[src/common/exec_pkg.sv]
`default_nettype none

package exec_pkg;

    //////////////////////////////
    // Widths
    //////////////////////////////
    typedef logic [31:0] word_t;
    typedef logic [31:0] instr_t;
    typedef logic [4:0]  reg_idx_t;
    typedef logic [4:0]  shamt_t;
    typedef logic [15:0] imm16_t;

    localparam int NUM_OPS = 29;
    typedef logic [NUM_OPS-1:0] op_vec_t;

    // One-hot positions in op_vec_t
    localparam int OP_ADD       = 0;
    localparam int OP_ADDU      = 1;
    localparam int OP_ADDI      = 2;
    localparam int OP_ADDIU     = 3;
    localparam int OP_SUB       = 4;
    localparam int OP_SUBU      = 5;
    localparam int OP_AND       = 6;
    localparam int OP_ANDI      = 7;
    localparam int OP_OR        = 8;
    localparam int OP_ORI       = 9;
    localparam int OP_XOR       = 10;
    localparam int OP_XORI      = 11;
    localparam int OP_NOR       = 12;
    localparam int OP_LUI       = 13;
    localparam int OP_SLL       = 14;
    localparam int OP_SRL       = 15;
    localparam int OP_SRA       = 16;
    localparam int OP_SLLV      = 17;
    localparam int OP_SRLV      = 18;
    localparam int OP_SRAV      = 19;
    localparam int OP_SLT       = 20;
    localparam int OP_SLTI      = 21;
    localparam int OP_SLTU      = 22;
    localparam int OP_SLTIU     = 23;
    localparam int OP_LW        = 24;
    localparam int OP_SW        = 25;
    localparam int OP_JAL       = 26;
    localparam int OP_MULT_HI   = 27;  // mult and multu
    localparam int OP_MOVE_HILO = 28;  // mfhi/mflo/mthi/mtlo

    // hilo_sel codes
    localparam logic [1:0] HILO_MFHI = 2'd0;
    localparam logic [1:0] HILO_MFLO = 2'd1;
    localparam logic [1:0] HILO_MTHI = 2'd2;
    localparam logic [1:0] HILO_MTLO = 2'd3;

    //////////////////////////////
    // Opcodes and functs
    //////////////////////////////
    localparam logic [5:0] OPC_SPECIAL = 6'b000000;
    localparam logic [5:0] OPC_JAL     = 6'b000011;
    localparam logic [5:0] OPC_ADDI    = 6'b001000;
    localparam logic [5:0] OPC_ADDIU   = 6'b001001;
    localparam logic [5:0] OPC_SLTI    = 6'b001010;
    localparam logic [5:0] OPC_SLTIU   = 6'b001011;
    localparam logic [5:0] OPC_ANDI    = 6'b001100;
    localparam logic [5:0] OPC_ORI     = 6'b001101;
    localparam logic [5:0] OPC_XORI    = 6'b001110;
    localparam logic [5:0] OPC_LUI     = 6'b001111;
    localparam logic [5:0] OPC_LW      = 6'b100011;
    localparam logic [5:0] OPC_SW      = 6'b101011;

    localparam logic [5:0] FN_SLL   = 6'b000000;
    localparam logic [5:0] FN_SRL   = 6'b000010;
    localparam logic [5:0] FN_SRA   = 6'b000011;
    localparam logic [5:0] FN_SLLV  = 6'b000100;
    localparam logic [5:0] FN_SRLV  = 6'b000110;
    localparam logic [5:0] FN_SRAV  = 6'b000111;
    localparam logic [5:0] FN_MFHI  = 6'b010000;
    localparam logic [5:0] FN_MTHI  = 6'b010001;
    localparam logic [5:0] FN_MFLO  = 6'b010010;
    localparam logic [5:0] FN_MTLO  = 6'b010011;
    localparam logic [5:0] FN_MULT  = 6'b011000;
    localparam logic [5:0] FN_MULTU = 6'b011001;
    localparam logic [5:0] FN_ADD   = 6'b100000;
    localparam logic [5:0] FN_ADDU  = 6'b100001;
    localparam logic [5:0] FN_SUB   = 6'b100010;
    localparam logic [5:0] FN_SUBU  = 6'b100011;
    localparam logic [5:0] FN_AND   = 6'b100100;
    localparam logic [5:0] FN_OR    = 6'b100101;
    localparam logic [5:0] FN_XOR   = 6'b100110;
    localparam logic [5:0] FN_NOR   = 6'b100111;
    localparam logic [5:0] FN_SLT   = 6'b101010;
    localparam logic [5:0] FN_SLTU  = 6'b101011;

    localparam reg_idx_t LINK_REG = 5'd31;  // jal target

endpackage

`default_nettype wire
[src/common/exec_bus_if.sv]
`timescale 1ns/10ps
`default_nettype none

interface exec_bus_if;
    import exec_pkg::*;

    logic       valid;      // One-cycle strobe
    op_vec_t    ops;
    word_t      srca;
    word_t      srcb;
    word_t      pc;
    shamt_t     shamt;
    imm16_t     imm16;
    reg_idx_t   dest;
    logic       is_signed;  // mult vs multu
    logic [1:0] hilo_sel;

    modport src (
        output valid,
        output ops,
        output srca,
        output srcb,
        output pc,
        output shamt,
        output imm16,
        output dest,
        output is_signed,
        output hilo_sel
    );

    modport sink (
        input valid,
        input ops,
        input srca,
        input srcb,
        input pc,
        input shamt,
        input imm16,
        input dest,
        input is_signed,
        input hilo_sel
    );

endinterface

`default_nettype wire

[src/logic/exec_unit.sv]
`timescale 1ns/10ps
`default_nettype none

module exec_unit (
    input  wire logic               i_clk,
    input  wire logic               i_reset,
    input  wire logic               i_valid,
    input  wire exec_pkg::instr_t   i_instr,
    input  wire exec_pkg::word_t    i_srca,
    input  wire exec_pkg::word_t    i_srcb,
    input  wire exec_pkg::word_t    i_pc,
    output      logic               o_valid,
    output      exec_pkg::word_t    o_result,
    output      logic               o_wr_en,
    output      exec_pkg::reg_idx_t o_wr_reg,
    output      logic               o_overflow
);
    import exec_pkg::*;

    word_t alu_result;
    logic  alu_overflow;
    word_t hilo_result;
    logic  hilo_rd;

    exec_bus_if bus ();

    //////////////////////////////
    // Stage 1 decode
    //////////////////////////////
    instr_decoder u_decoder (
        .i_clk   (i_clk),
        .i_reset (i_reset),
        .i_valid (i_valid),
        .i_instr (i_instr),
        .i_srca  (i_srca),
        .i_srcb  (i_srcb),
        .i_pc    (i_pc),
        .bus     (bus.src)
    );

    //////////////////////////////
    // Stage 2 execute and writeback
    //////////////////////////////
    alu u_alu (
        .bus        (bus.sink),
        .o_result   (alu_result),
        .o_overflow (alu_overflow)
    );

    hilo_unit u_hilo (
        .i_clk         (i_clk),
        .i_reset       (i_reset),
        .bus           (bus.sink),
        .o_hilo_result (hilo_result),
        .o_hilo_rd     (hilo_rd)
    );

    exec_writeback u_writeback (
        .i_clk         (i_clk),
        .i_reset       (i_reset),
        .bus           (bus.sink),
        .i_alu_result  (alu_result),
        .i_overflow    (alu_overflow),
        .i_hilo_result (hilo_result),
        .i_hilo_rd     (hilo_rd),
        .o_valid       (o_valid),
        .o_result      (o_result),
        .o_wr_en       (o_wr_en),
        .o_wr_reg      (o_wr_reg),
        .o_overflow    (o_overflow)
    );

endmodule

`default_nettype wire

[src/logic/exec_writeback.sv]
`timescale 1ns/10ps
`default_nettype none

module exec_writeback (
    input  wire logic               i_clk,
    input  wire logic               i_reset,
    exec_bus_if.sink                bus,
    input  wire exec_pkg::word_t    i_alu_result,
    input  wire logic               i_overflow,
    input  wire exec_pkg::word_t    i_hilo_result,
    input  wire logic               i_hilo_rd,
    output      logic               o_valid,
    output      exec_pkg::word_t    o_result,
    output      logic               o_wr_en,
    output      exec_pkg::reg_idx_t o_wr_reg,
    output      logic               o_overflow
);
    import exec_pkg::*;

    logic  writes_reg;
    word_t result_sel;

    // Everything except sw, mult/multu, mthi/mtlo and unknown
    assign writes_reg = (|bus.ops) & ~bus.ops[OP_SW] & ~bus.ops[OP_MULT_HI]
                      & ~(bus.ops[OP_MOVE_HILO] & ~i_hilo_rd);
    assign result_sel = i_hilo_rd ? i_hilo_result : i_alu_result;

    always_ff @(posedge i_clk) begin
        if (i_reset) begin
            o_valid    <= 1'b0;
            o_wr_en    <= 1'b0;
            o_overflow <= 1'b0;
        end else begin
            o_valid    <= bus.valid;
            o_wr_en    <= bus.valid & writes_reg & ~i_overflow;  // Trap blocks the write
            o_overflow <= bus.valid & i_overflow;
        end
    end

    always_ff @(posedge i_clk) begin
        o_result <= result_sel;
        o_wr_reg <= bus.dest;
    end

endmodule

`default_nettype wire

[src/logic/hilo_unit.sv]
`timescale 1ns/10ps
`default_nettype none

module hilo_unit (
    input  wire logic            i_clk,
    input  wire logic            i_reset,
    exec_bus_if.sink             bus,
    output      exec_pkg::word_t o_hilo_result,
    output      logic            o_hilo_rd
);
    import exec_pkg::*;

    word_t       hi;
    word_t       lo;
    logic [63:0] ext_a;
    logic [63:0] ext_b;
    logic [63:0] product;
    logic        do_mult;
    logic        do_move;

    // Sign or zero extend to 64 bits so the low 64 of the product are exact
    assign ext_a   = {{32{bus.is_signed & bus.srca[31]}}, bus.srca};
    assign ext_b   = {{32{bus.is_signed & bus.srcb[31]}}, bus.srcb};
    assign product = ext_a * ext_b;

    assign do_mult = bus.valid & bus.ops[OP_MULT_HI];
    assign do_move = bus.valid & bus.ops[OP_MOVE_HILO];

    always_ff @(posedge i_clk) begin
        if (i_reset) begin
            hi <= '0;
            lo <= '0;
        end else if (do_mult) begin
            hi <= product[63:32];
            lo <= product[31:0];
        end else if (do_move) begin
            if (bus.hilo_sel == HILO_MTHI)
                hi <= bus.srca;
            if (bus.hilo_sel == HILO_MTLO)
                lo <= bus.srca;
        end
    end

    // Reads see the value before this cycle's update
    assign o_hilo_rd     = do_move & ((bus.hilo_sel == HILO_MFHI) | (bus.hilo_sel == HILO_MFLO));
    assign o_hilo_result = (bus.hilo_sel == HILO_MFHI) ? hi : lo;

endmodule

`default_nettype wire

[src/alu/alu.sv]
`timescale 1ns/10ps
`default_nettype none

module alu (
    exec_bus_if.sink                bus,
    output      exec_pkg::word_t    o_result,
    output      logic               o_overflow
);
    import exec_pkg::*;

    op_vec_t ops;
    word_t   a;
    word_t   imm32;
    logic    imm_zext;

    assign ops = bus.ops;
    assign a   = bus.srca;

    // Immediate extension
    assign imm_zext = ops[OP_ANDI] | ops[OP_ORI] | ops[OP_XORI];
    always_comb begin
        if (ops[OP_LUI])
            imm32 = {bus.imm16, 16'h0000};
        else if (imm_zext)
            imm32 = {16'h0000, bus.imm16};
        else
            imm32 = {{16{bus.imm16[15]}}, bus.imm16};
    end

    //////////////////////////////
    // Add / subtract
    //////////////////////////////
    logic        arith_sel;
    logic        arith_reg;
    logic        arith_sub;
    word_t       arith_b;
    logic [32:0] sum33;
    logic [32:0] diff33;
    word_t       arith_r;

    assign arith_sel = ops[OP_ADD] | ops[OP_ADDU] | ops[OP_ADDI] | ops[OP_ADDIU]
                     | ops[OP_SUB] | ops[OP_SUBU];
    assign arith_reg = ops[OP_ADD] | ops[OP_ADDU] | ops[OP_SUB] | ops[OP_SUBU];
    assign arith_sub = ops[OP_SUB] | ops[OP_SUBU];
    assign arith_b   = arith_reg ? bus.srcb : imm32;
    assign sum33     = {a[31], a} + {arith_b[31], arith_b};
    assign diff33    = {a[31], a} - {arith_b[31], arith_b};
    assign arith_r   = arith_sub ? diff33[31:0] : sum33[31:0];  // Same bits signed or not

    assign o_overflow = ((ops[OP_ADD] | ops[OP_ADDI]) & (sum33[32] ^ sum33[31]))
                      | (ops[OP_SUB] & (diff33[32] ^ diff33[31]));

    //////////////////////////////
    // Logic
    //////////////////////////////
    logic  logic_sel;
    word_t logic_b;
    word_t logic_r;

    assign logic_sel = ops[OP_AND] | ops[OP_ANDI] | ops[OP_OR] | ops[OP_ORI]
                     | ops[OP_XOR] | ops[OP_XORI] | ops[OP_NOR] | ops[OP_LUI];
    assign logic_b   = imm_zext ? imm32 : bus.srcb;

    always_comb begin
        if (ops[OP_AND] | ops[OP_ANDI])
            logic_r = a & logic_b;
        else if (ops[OP_OR] | ops[OP_ORI])
            logic_r = a | logic_b;
        else if (ops[OP_XOR] | ops[OP_XORI])
            logic_r = a ^ logic_b;
        else if (ops[OP_LUI])
            logic_r = imm32;
        else
            logic_r = ~(a | logic_b);  // nor
    end

    //////////////////////////////
    // Shifts
    //////////////////////////////
    logic   shift_sel;
    logic   shift_var;
    shamt_t shift_amt;
    word_t  shift_r;

    assign shift_var = ops[OP_SLLV] | ops[OP_SRLV] | ops[OP_SRAV];
    assign shift_sel = ops[OP_SLL] | ops[OP_SRL] | ops[OP_SRA] | shift_var;
    assign shift_amt = shift_var ? a[4:0] : bus.shamt;  // rs low 5 bits

    always_comb begin
        if (ops[OP_SLL] | ops[OP_SLLV])
            shift_r = bus.srcb << shift_amt;
        else if (ops[OP_SRL] | ops[OP_SRLV])
            shift_r = bus.srcb >> shift_amt;
        else
            shift_r = $signed(bus.srcb) >>> shift_amt;
    end

    // Compares
    logic  cmp_sel;
    logic  cmp_signed;
    word_t cmp_b;
    logic  cmp_lt;

    assign cmp_sel    = ops[OP_SLT] | ops[OP_SLTI] | ops[OP_SLTU] | ops[OP_SLTIU];
    assign cmp_signed = ops[OP_SLT] | ops[OP_SLTI];
    assign cmp_b      = (ops[OP_SLTI] | ops[OP_SLTIU]) ? imm32 : bus.srcb;
    assign cmp_lt     = cmp_signed ? ($signed(a) < $signed(cmp_b)) : (a < cmp_b);

    // Address and link
    logic  addr_sel;
    word_t addr_r;
    word_t link_r;

    assign addr_sel = ops[OP_LW] | ops[OP_SW];
    assign addr_r   = a + imm32;
    assign link_r   = bus.pc + 32'd8;

    assign o_result = ({32{arith_sel}}   & arith_r)
                    | ({32{logic_sel}}   & logic_r)
                    | ({32{shift_sel}}   & shift_r)
                    | ({32{cmp_sel}}     & {31'd0, cmp_lt})
                    | ({32{addr_sel}}    & addr_r)
                    | ({32{ops[OP_JAL]}} & link_r);

endmodule

`default_nettype wire

[src/logic/instr_decoder.sv]
`timescale 1ns/10ps
`default_nettype none

module instr_decoder (
    input  wire logic             i_clk,
    input  wire logic             i_reset,
    input  wire logic             i_valid,
    input  wire exec_pkg::instr_t i_instr,
    input  wire exec_pkg::word_t  i_srca,
    input  wire exec_pkg::word_t  i_srcb,
    input  wire exec_pkg::word_t  i_pc,
    exec_bus_if.src               bus
);
    import exec_pkg::*;

    logic [5:0] opcode;
    logic [5:0] funct;
    reg_idx_t   rt;
    reg_idx_t   rd;
    op_vec_t    next_ops;
    reg_idx_t   next_dest;
    logic       next_signed;
    logic [1:0] next_hilo_sel;

    assign opcode = i_instr[31:26];
    assign rt     = i_instr[20:16];
    assign rd     = i_instr[15:11];
    assign funct  = i_instr[5:0];

    //////////////////////////////
    // Decode
    //////////////////////////////
    always_comb begin
        next_ops      = '0;
        next_dest     = '0;  // Unknown, sw, mult, mthi/mtlo
        next_signed   = 1'b0;
        next_hilo_sel = HILO_MFHI;
        case (opcode)
            OPC_SPECIAL: begin
                next_dest = rd;
                case (funct)
                    FN_ADD:   next_ops[OP_ADD]  = 1'b1;
                    FN_ADDU:  next_ops[OP_ADDU] = 1'b1;
                    FN_SUB:   next_ops[OP_SUB]  = 1'b1;
                    FN_SUBU:  next_ops[OP_SUBU] = 1'b1;
                    FN_AND:   next_ops[OP_AND]  = 1'b1;
                    FN_OR:    next_ops[OP_OR]   = 1'b1;
                    FN_XOR:   next_ops[OP_XOR]  = 1'b1;
                    FN_NOR:   next_ops[OP_NOR]  = 1'b1;
                    FN_SLL:   next_ops[OP_SLL]  = 1'b1;
                    FN_SRL:   next_ops[OP_SRL]  = 1'b1;
                    FN_SRA:   next_ops[OP_SRA]  = 1'b1;
                    FN_SLLV:  next_ops[OP_SLLV] = 1'b1;
                    FN_SRLV:  next_ops[OP_SRLV] = 1'b1;
                    FN_SRAV:  next_ops[OP_SRAV] = 1'b1;
                    FN_SLT:   next_ops[OP_SLT]  = 1'b1;
                    FN_SLTU:  next_ops[OP_SLTU] = 1'b1;
                    FN_MULT, FN_MULTU: begin
                        next_ops[OP_MULT_HI] = 1'b1;
                        next_signed          = (funct == FN_MULT);
                        next_dest            = '0;
                    end
                    FN_MFHI, FN_MFLO, FN_MTHI, FN_MTLO: begin
                        next_ops[OP_MOVE_HILO] = 1'b1;
                        case (funct)
                            FN_MFHI: next_hilo_sel = HILO_MFHI;
                            FN_MFLO: next_hilo_sel = HILO_MFLO;
                            FN_MTHI: next_hilo_sel = HILO_MTHI;
                            default: next_hilo_sel = HILO_MTLO;
                        endcase
                        if (funct == FN_MTHI || funct == FN_MTLO)
                            next_dest = '0;  // No GPR write
                    end
                    default: next_dest = '0;
                endcase
            end
            OPC_ADDI:  begin next_ops[OP_ADDI]  = 1'b1; next_dest = rt; end
            OPC_ADDIU: begin next_ops[OP_ADDIU] = 1'b1; next_dest = rt; end
            OPC_SLTI:  begin next_ops[OP_SLTI]  = 1'b1; next_dest = rt; end
            OPC_SLTIU: begin next_ops[OP_SLTIU] = 1'b1; next_dest = rt; end
            OPC_ANDI:  begin next_ops[OP_ANDI]  = 1'b1; next_dest = rt; end
            OPC_ORI:   begin next_ops[OP_ORI]   = 1'b1; next_dest = rt; end
            OPC_XORI:  begin next_ops[OP_XORI]  = 1'b1; next_dest = rt; end
            OPC_LUI:   begin next_ops[OP_LUI]   = 1'b1; next_dest = rt; end
            OPC_LW:    begin next_ops[OP_LW]    = 1'b1; next_dest = rt; end
            OPC_SW:    next_ops[OP_SW] = 1'b1;
            OPC_JAL:   begin next_ops[OP_JAL]   = 1'b1; next_dest = LINK_REG; end
            default:   next_ops = '0;
        endcase
        if (!i_valid)
            next_ops = '0;  // Idle cycles carry no op
    end

    always_ff @(posedge i_clk) begin
        if (i_reset) begin
            bus.valid <= 1'b0;
            bus.ops   <= '0;
        end else begin
            bus.valid <= i_valid;
            bus.ops   <= next_ops;
        end
    end

    // Payload
    always_ff @(posedge i_clk) begin
        bus.srca      <= i_srca;
        bus.srcb      <= i_srcb;
        bus.pc        <= i_pc;
        bus.shamt     <= i_instr[10:6];
        bus.imm16     <= i_instr[15:0];
        bus.dest      <= next_dest;
        bus.is_signed <= next_signed;
        bus.hilo_sel  <= next_hilo_sel;
    end

endmodule

`default_nettype wire

[config.mk]
export PLATFORM = sky130hd
export DESIGN_NAME = exec_unit
export DESIGN_NICKNAME = d
export VERILOG_FILES = /design/src/common/exec_pkg.sv /design/src/common/exec_bus_if.sv /design/src/logic/exec_unit.sv /design/src/logic/exec_writeback.sv /design/src/logic/hilo_unit.sv /design/src/alu/alu.sv /design/src/logic/instr_decoder.sv
export SDC_FILE = /design/constraint.sdc
export NUM_CORES = 2
export LEC_CHECK = 0
export ABC_AREA = 0
export BUFFER_PORTS_ARGS = -buffer_cell sky130_fd_sc_hd__buf_2
export CORE_MARGIN = 3
export CORE_UTILIZATION = 41
export DETAILED_ROUTE_END_ITERATION = 7
export PLACE_DENSITY = 0.67
export RECOVER_POWER = 50
export SYNTH_ARGS = -nofsm -noshare
export SYNTH_HDL_FRONTEND = slang
export SYNTH_HIERARCHICAL = 1
export SYNTH_SLANG_ARGS = --single-unit
export TNS_END_PERCENT = 20
[constraint.sdc]
create_clock -name i_clk -period 7.5 [get_ports i_clk]
set_input_delay 1.5 -clock i_clk [delete_from_list [all_inputs] [get_ports i_clk]]
set_output_delay 1.5 -clock i_clk [all_outputs]
set_load 0.01 [all_outputs]
==> metrics.txt <==
# TYPE chip_impl_metric gauge
chip_impl_metric{name="drtPass1Iterations",unit=""} 8
chip_impl_metric{name="synth_edf_count",unit=""} 0
chip_impl_metric{name="worstPathMaxFanout",unit=""} 6
chip_impl_metric{name="synth.avg_cell_area",unit="um^2"} 8.54
chip_impl_metric{name="track_usage",unit=""} 0.292
chip_impl_metric{name="netlist-cell-type-count",unit=""} 99
chip_impl_metric{name="final_hold_viol_count",unit=""} 0
chip_impl_metric{name="design.core.area",unit="um^2"} 145000
chip_impl_metric{name="synthToLayoutAreaGrowth",unit="%"} 15.8
chip_impl_info{name="root_buffer",value="sky130_fd_sc_hd__clkbuf_16"} 1
chip_impl_metric{name="max-cap-violations",unit=""} 1
chip_impl_metric{name="syn-cell-area",unit="um^2"} 60100
chip_impl_metric{name="die_h",unit="um"} 389
chip_impl_metric{name="vias_per_cell",unit=""} 5.61
chip_impl_metric{name="via_count",unit=""} 52400
chip_impl_info{name="most_used_routing_layer",value="met2"} 1
chip_impl_metric{name="layout.filler_cells",unit=""} 13600
chip_impl_metric{name="syn-instance-count",unit=""} 7039
chip_impl_metric{name="worst_ep_required_time",unit="ps"} 8000
chip_impl_metric{name="die_area",unit="um^2"} 151000
chip_impl_metric{name="cts-buffers-inserted",unit=""} 30
chip_impl_metric{name="finish.utilization",unit=""} 0.481
chip_impl_metric{name="grt_remaining_overflow",unit=""} 0
chip_impl_metric{name="slew_headroom",unit=""} -0.101
chip_impl_metric{name="fin_tns_setup",unit="ps"} -903
chip_impl_metric{name="globalRouteMet1Util",unit=""} 0.391
chip_impl_metric{name="timing.fmax",unit="MHz"} 130
chip_impl_info{name="timing.critical_path.mode_cell",value="sky130_fd_sc_hd__fa_1"} 1
chip_impl_metric{name="rows",unit=""} 139
chip_impl_info{name="worst_hold_path_type",value="flip-flop to flip-flop"} 1
chip_impl_metric{name="synth-seq-cells",unit=""} 254
chip_impl_metric{name="grt.met3_usage",unit=""} 0.0563
chip_impl_info{name="synth.top_cells.by_area",value="sky130_fd_sc_hd__fa_1, sky130_fd_sc_hd__ha_1, sky130_fd_sc_hd__dfxtp_1, sky130_fd_sc_hd__inv_1, sky130_fd_sc_hd__nand2_1"} 1
chip_impl_metric{name="max_slew.worst_pin.slew",unit="ps"} 1650
chip_impl_metric{name="average_wire_length_per_cell_after_detail_routing",unit="um"} 24.4
chip_impl_metric{name="gp_congestion",unit=""} 1.00
chip_impl_metric{name="fraction_of_the_cycle_the_final_worst_path_needs",unit=""} 1.02
chip_impl_metric{name="groute.layer.met2.usage",unit=""} 0.462
chip_impl_metric{name="ctsLongestPathBuffers",unit=""} 3
chip_impl_metric{name="rrSetupSlack",unit="ps"} -170
chip_impl_metric{name="fin_worst_hold_slack",unit="ps"} 330
chip_impl_info{name="status",value="finished with violations"} 1
chip_impl_metric{name="detailedPlacementHpwl",unit="um"} 181000
chip_impl_metric{name="grt_antenna_before_repair",unit=""} 22
chip_impl_metric{name="clock-sinks",unit=""} 254
chip_impl_metric{name="route.final.wire_length",unit="um"} 228000
chip_impl_info{name="critical_path.top_delay_family",value="adder cells"} 1
chip_impl_metric{name="drive_above_1_share",unit=""} 0.165
chip_impl_metric{name="drt_iter0_drc",unit=""} 5222
chip_impl_metric{name="skew",unit="ps"} 26.2
chip_impl_metric{name="layout_min_cycle_time",unit="ps"} 7670
chip_impl_metric{name="final_max_slew_viol_count",unit=""} 41
chip_impl_metric{name="final_net_count",unit=""} 9080
chip_impl_metric{name="drc",unit=""} 6
chip_impl_info{name="timing.critical_path.to_type",value="flip-flop"} 1
chip_impl_metric{name="count_of_endpoints_failing_setup_in_the_final_report",unit=""} 10
chip_impl_metric{name="ant_nets",unit=""} 0
chip_impl_metric{name="grt_pass1_wl",unit="um"} 335000
chip_impl_metric{name="via_count_of_the_first_global_routing_pass",unit=""} 53800
chip_impl_metric{name="initial_utilization",unit=""} 0.416
chip_impl_metric{name="final.setup.worst_slack",unit="ps"} -171
chip_impl_metric{name="grt_max_degree",unit=""} 66
chip_impl_info{name="cts_tree",value="done"} 1
chip_impl_metric{name="count_of_synthesis_stage_warnings_from_yosys",unit=""} 6
chip_impl_metric{name="postSynthNetCount",unit=""} 8705
chip_impl_info{name="worst_setup_path_start_kind",value="flip-flop"} 1
chip_impl_info{name="cell_with_the_biggest_individual_delay_on_the_critical_path",value="sky130_fd_sc_hd__fa_2"} 1
chip_impl_info{name="synth-main-ff-cell",value="sky130_fd_sc_hd__dfxtp_1"} 1
chip_impl_metric{name="synthDominantCellAreaShare",unit=""} 0.376
chip_impl_metric{name="critical_path.max_stage_delay",unit="ps"} 610
chip_impl_info{name="criticalPathCategory",value="flip-flop to flip-flop"} 1
chip_impl_metric{name="crit_arrival",unit="ps"} 8170
chip_impl_metric{name="sequential_element_share_of_the_synthesized_area",unit=""} 0.0846
chip_impl_info{name="violations",value="DRC, capacitance limit, slew limit, setup timing"} 1
chip_impl_metric{name="clock_tree.htree_level_count",unit=""} 1
chip_impl_metric{name="postSynth.asyncResetShare",unit=""} 0
chip_impl_metric{name="clock_insertion_delay_worst_skew",unit="ps"} 620
chip_impl_info{name="post-synth-top-area-cell",value="sky130_fd_sc_hd__fa_1"} 1
chip_impl_metric{name="die_width",unit="um"} 389
chip_impl_metric{name="io-pin-count",unit=""} 171
chip_impl_metric{name="critical_path_buf_inv_count",unit=""} 6
chip_impl_metric{name="io_buffers",unit=""} 165
chip_impl_info{name="grt_setup_unrepaired",value="true"} 1
chip_impl_metric{name="clkSlewWorstSetupHoldPaths",unit="ps"} 90
## repair_timing
| item | CTS | global route |
|---|---|---|
| setup buffers | 18 | 59 |
| cloned | 2 | 2 |
| endpoints found under the setup margin | 38 | 38 |
| pin swaps | 42 | 120 |
| resized for setup | 116 | 187 |
| hold endpoints to repair | 0 | 0 |
| hold buffers | 0 | 0 |
## final cells by class
type / count / area (um^2) / share of cell area
flip-flops and latches: 254 / 5270 / 0.0758
clock inverters: 21 / 277 / 0.00397
clock buffers: 35 / 790 / 0.0113
inverters: 1299 / 4890 / 0.0703
diodes: 4 / 10.0 / 0.000144
repair buffers: 789 / 6580 / 0.0946
well taps: 1903 / 2380 / 0.0342
multi-input cells: 5040 / 49400 / 0.710
## cells in the final DEF (no fill, tap or decap), types with 103 or more instances in the layout
master	count
sky130_fd_sc_hd__nand2_1	975
sky130_fd_sc_hd__a211oi_1	126
sky130_fd_sc_hd__inv_1	1269
sky130_fd_sc_hd__buf_4	513
sky130_fd_sc_hd__fa_1	1112
sky130_fd_sc_hd__buf_2	147
sky130_fd_sc_hd__ha_1	382
sky130_fd_sc_hd__o21ai_0	146
sky130_fd_sc_hd__a21oi_1	256
sky130_fd_sc_hd__nor2_1	292
sky130_fd_sc_hd__xnor2_1	103
sky130_fd_sc_hd__and2_1	349
sky130_fd_sc_hd__dfxtp_1	194
sky130_fd_sc_hd__mux2i_1	175
## layer usage
layer | up-vias | share of wire
met4 | 10 | 0.054
met2 | 2523 | 0.45
li1 | 22900 | -
met3 | 502 | 0.097
met1 | 26500 | 0.40
met5 | - | 0.00030
## worst paths after layout
kind,startpoint,end,cells past startpoint
worst max-delay path,u_decoder/bus.is_signed,u_hilo/hi[27],25
worst min-delay path,u_decoder/bus.dest[1],u_writeback/o_wr_reg[1],0
worst max register to register,u_decoder/bus.is_signed,u_hilo/hi[27],25
worst min register to register,u_decoder/bus.dest[1],u_writeback/o_wr_reg[1],0
## cells in the mapped netlist (all sizes together) (22+ instances only)
library cell / number
a211oi: 133
a21o: 83
a21oi: 282
a221oi: 35
a31oi: 41
and2: 355
and3: 63
buf: 62
clkbuf: 384
dfxtp: 254
fa: 1128
ha: 407
inv: 1299
mux2: 100
mux2i: 179
nand2: 991
nand2b: 43
nand3: 80
nand4: 27
nor2: 307
nor3: 65
nor4: 22
o211ai: 46
o21ai: 173
o21bai: 28
o22ai: 23
xnor2: 106
xor2: 52
## metrics by stage
| step | setup WS (ps) | cells | area (um^2) |
|---|---|---|---|
| 6_report | -171 | 9345 | 69600 |
| 4_1_cts | -160 | 9280 | 68100 |
| 3_3_place_gp | -448 | 9204 | 66400 |
| 3_5_place_dp | -572 | 9204 | 66400 |
| 2_1_floorplan | 0.848 | 7039 | 60100 |
| 5_1_grt | -354 | 9341 | 69600 |
## kinds of logic (layout without fill, tap and decap cells)
| group | after synthesis | count (layout) | share of synthesized area |
|---|---|---|---|
| AOI/OAI and AO/OA | 1026 | 1026 | 0.114 |
| xor gates and xnor gates | 158 | 158 | 0.0230 |
| adders and majority gates | 1535 | 1535 | 0.461 |
| buffers and inverters | 1745 | 2144 | 0.111 |
| DFF | 254 | 254 | 0.0846 |
| muxes | 280 | 280 | 0.0489 |
| other | 0 | 4 | 0 |
| and+or+nand+nor | 2041 | 2041 | 0.158 |
## worst reg2reg max path: stages (launching register included)
cell and delay [ps]:
sky130_fd_sc_hd__dfxtp_2 330, sky130_fd_sc_hd__buf_6 130, sky130_fd_sc_hd__and3_4 190, sky130_fd_sc_hd__fa_2 610, sky130_fd_sc_hd__fa_1 470, sky130_fd_sc_hd__fa_2 610
sky130_fd_sc_hd__clkinvlp_4 140, sky130_fd_sc_hd__buf_12 160, sky130_fd_sc_hd__fa_1 530, sky130_fd_sc_hd__inv_1 50, sky130_fd_sc_hd__fa_1 520, sky130_fd_sc_hd__fa_1 450
sky130_fd_sc_hd__fa_1 500, sky130_fd_sc_hd__inv_1 50, sky130_fd_sc_hd__fa_1 510, sky130_fd_sc_hd__inv_2 50, sky130_fd_sc_hd__ha_4 250, sky130_fd_sc_hd__a211oi_2 240
sky130_fd_sc_hd__a22oi_2 80, sky130_fd_sc_hd__a41oi_2 260, sky130_fd_sc_hd__nand3_1 140, sky130_fd_sc_hd__a211o_4 380, sky130_fd_sc_hd__a21oi_4 250, sky130_fd_sc_hd__nor4_2 90
sky130_fd_sc_hd__or3_1 320, sky130_fd_sc_hd__a31o_1 220
Power is left out: the tool's default activity adds up to more than one toggle a clock period on the data nets, which glitch-free logic cannot reach.
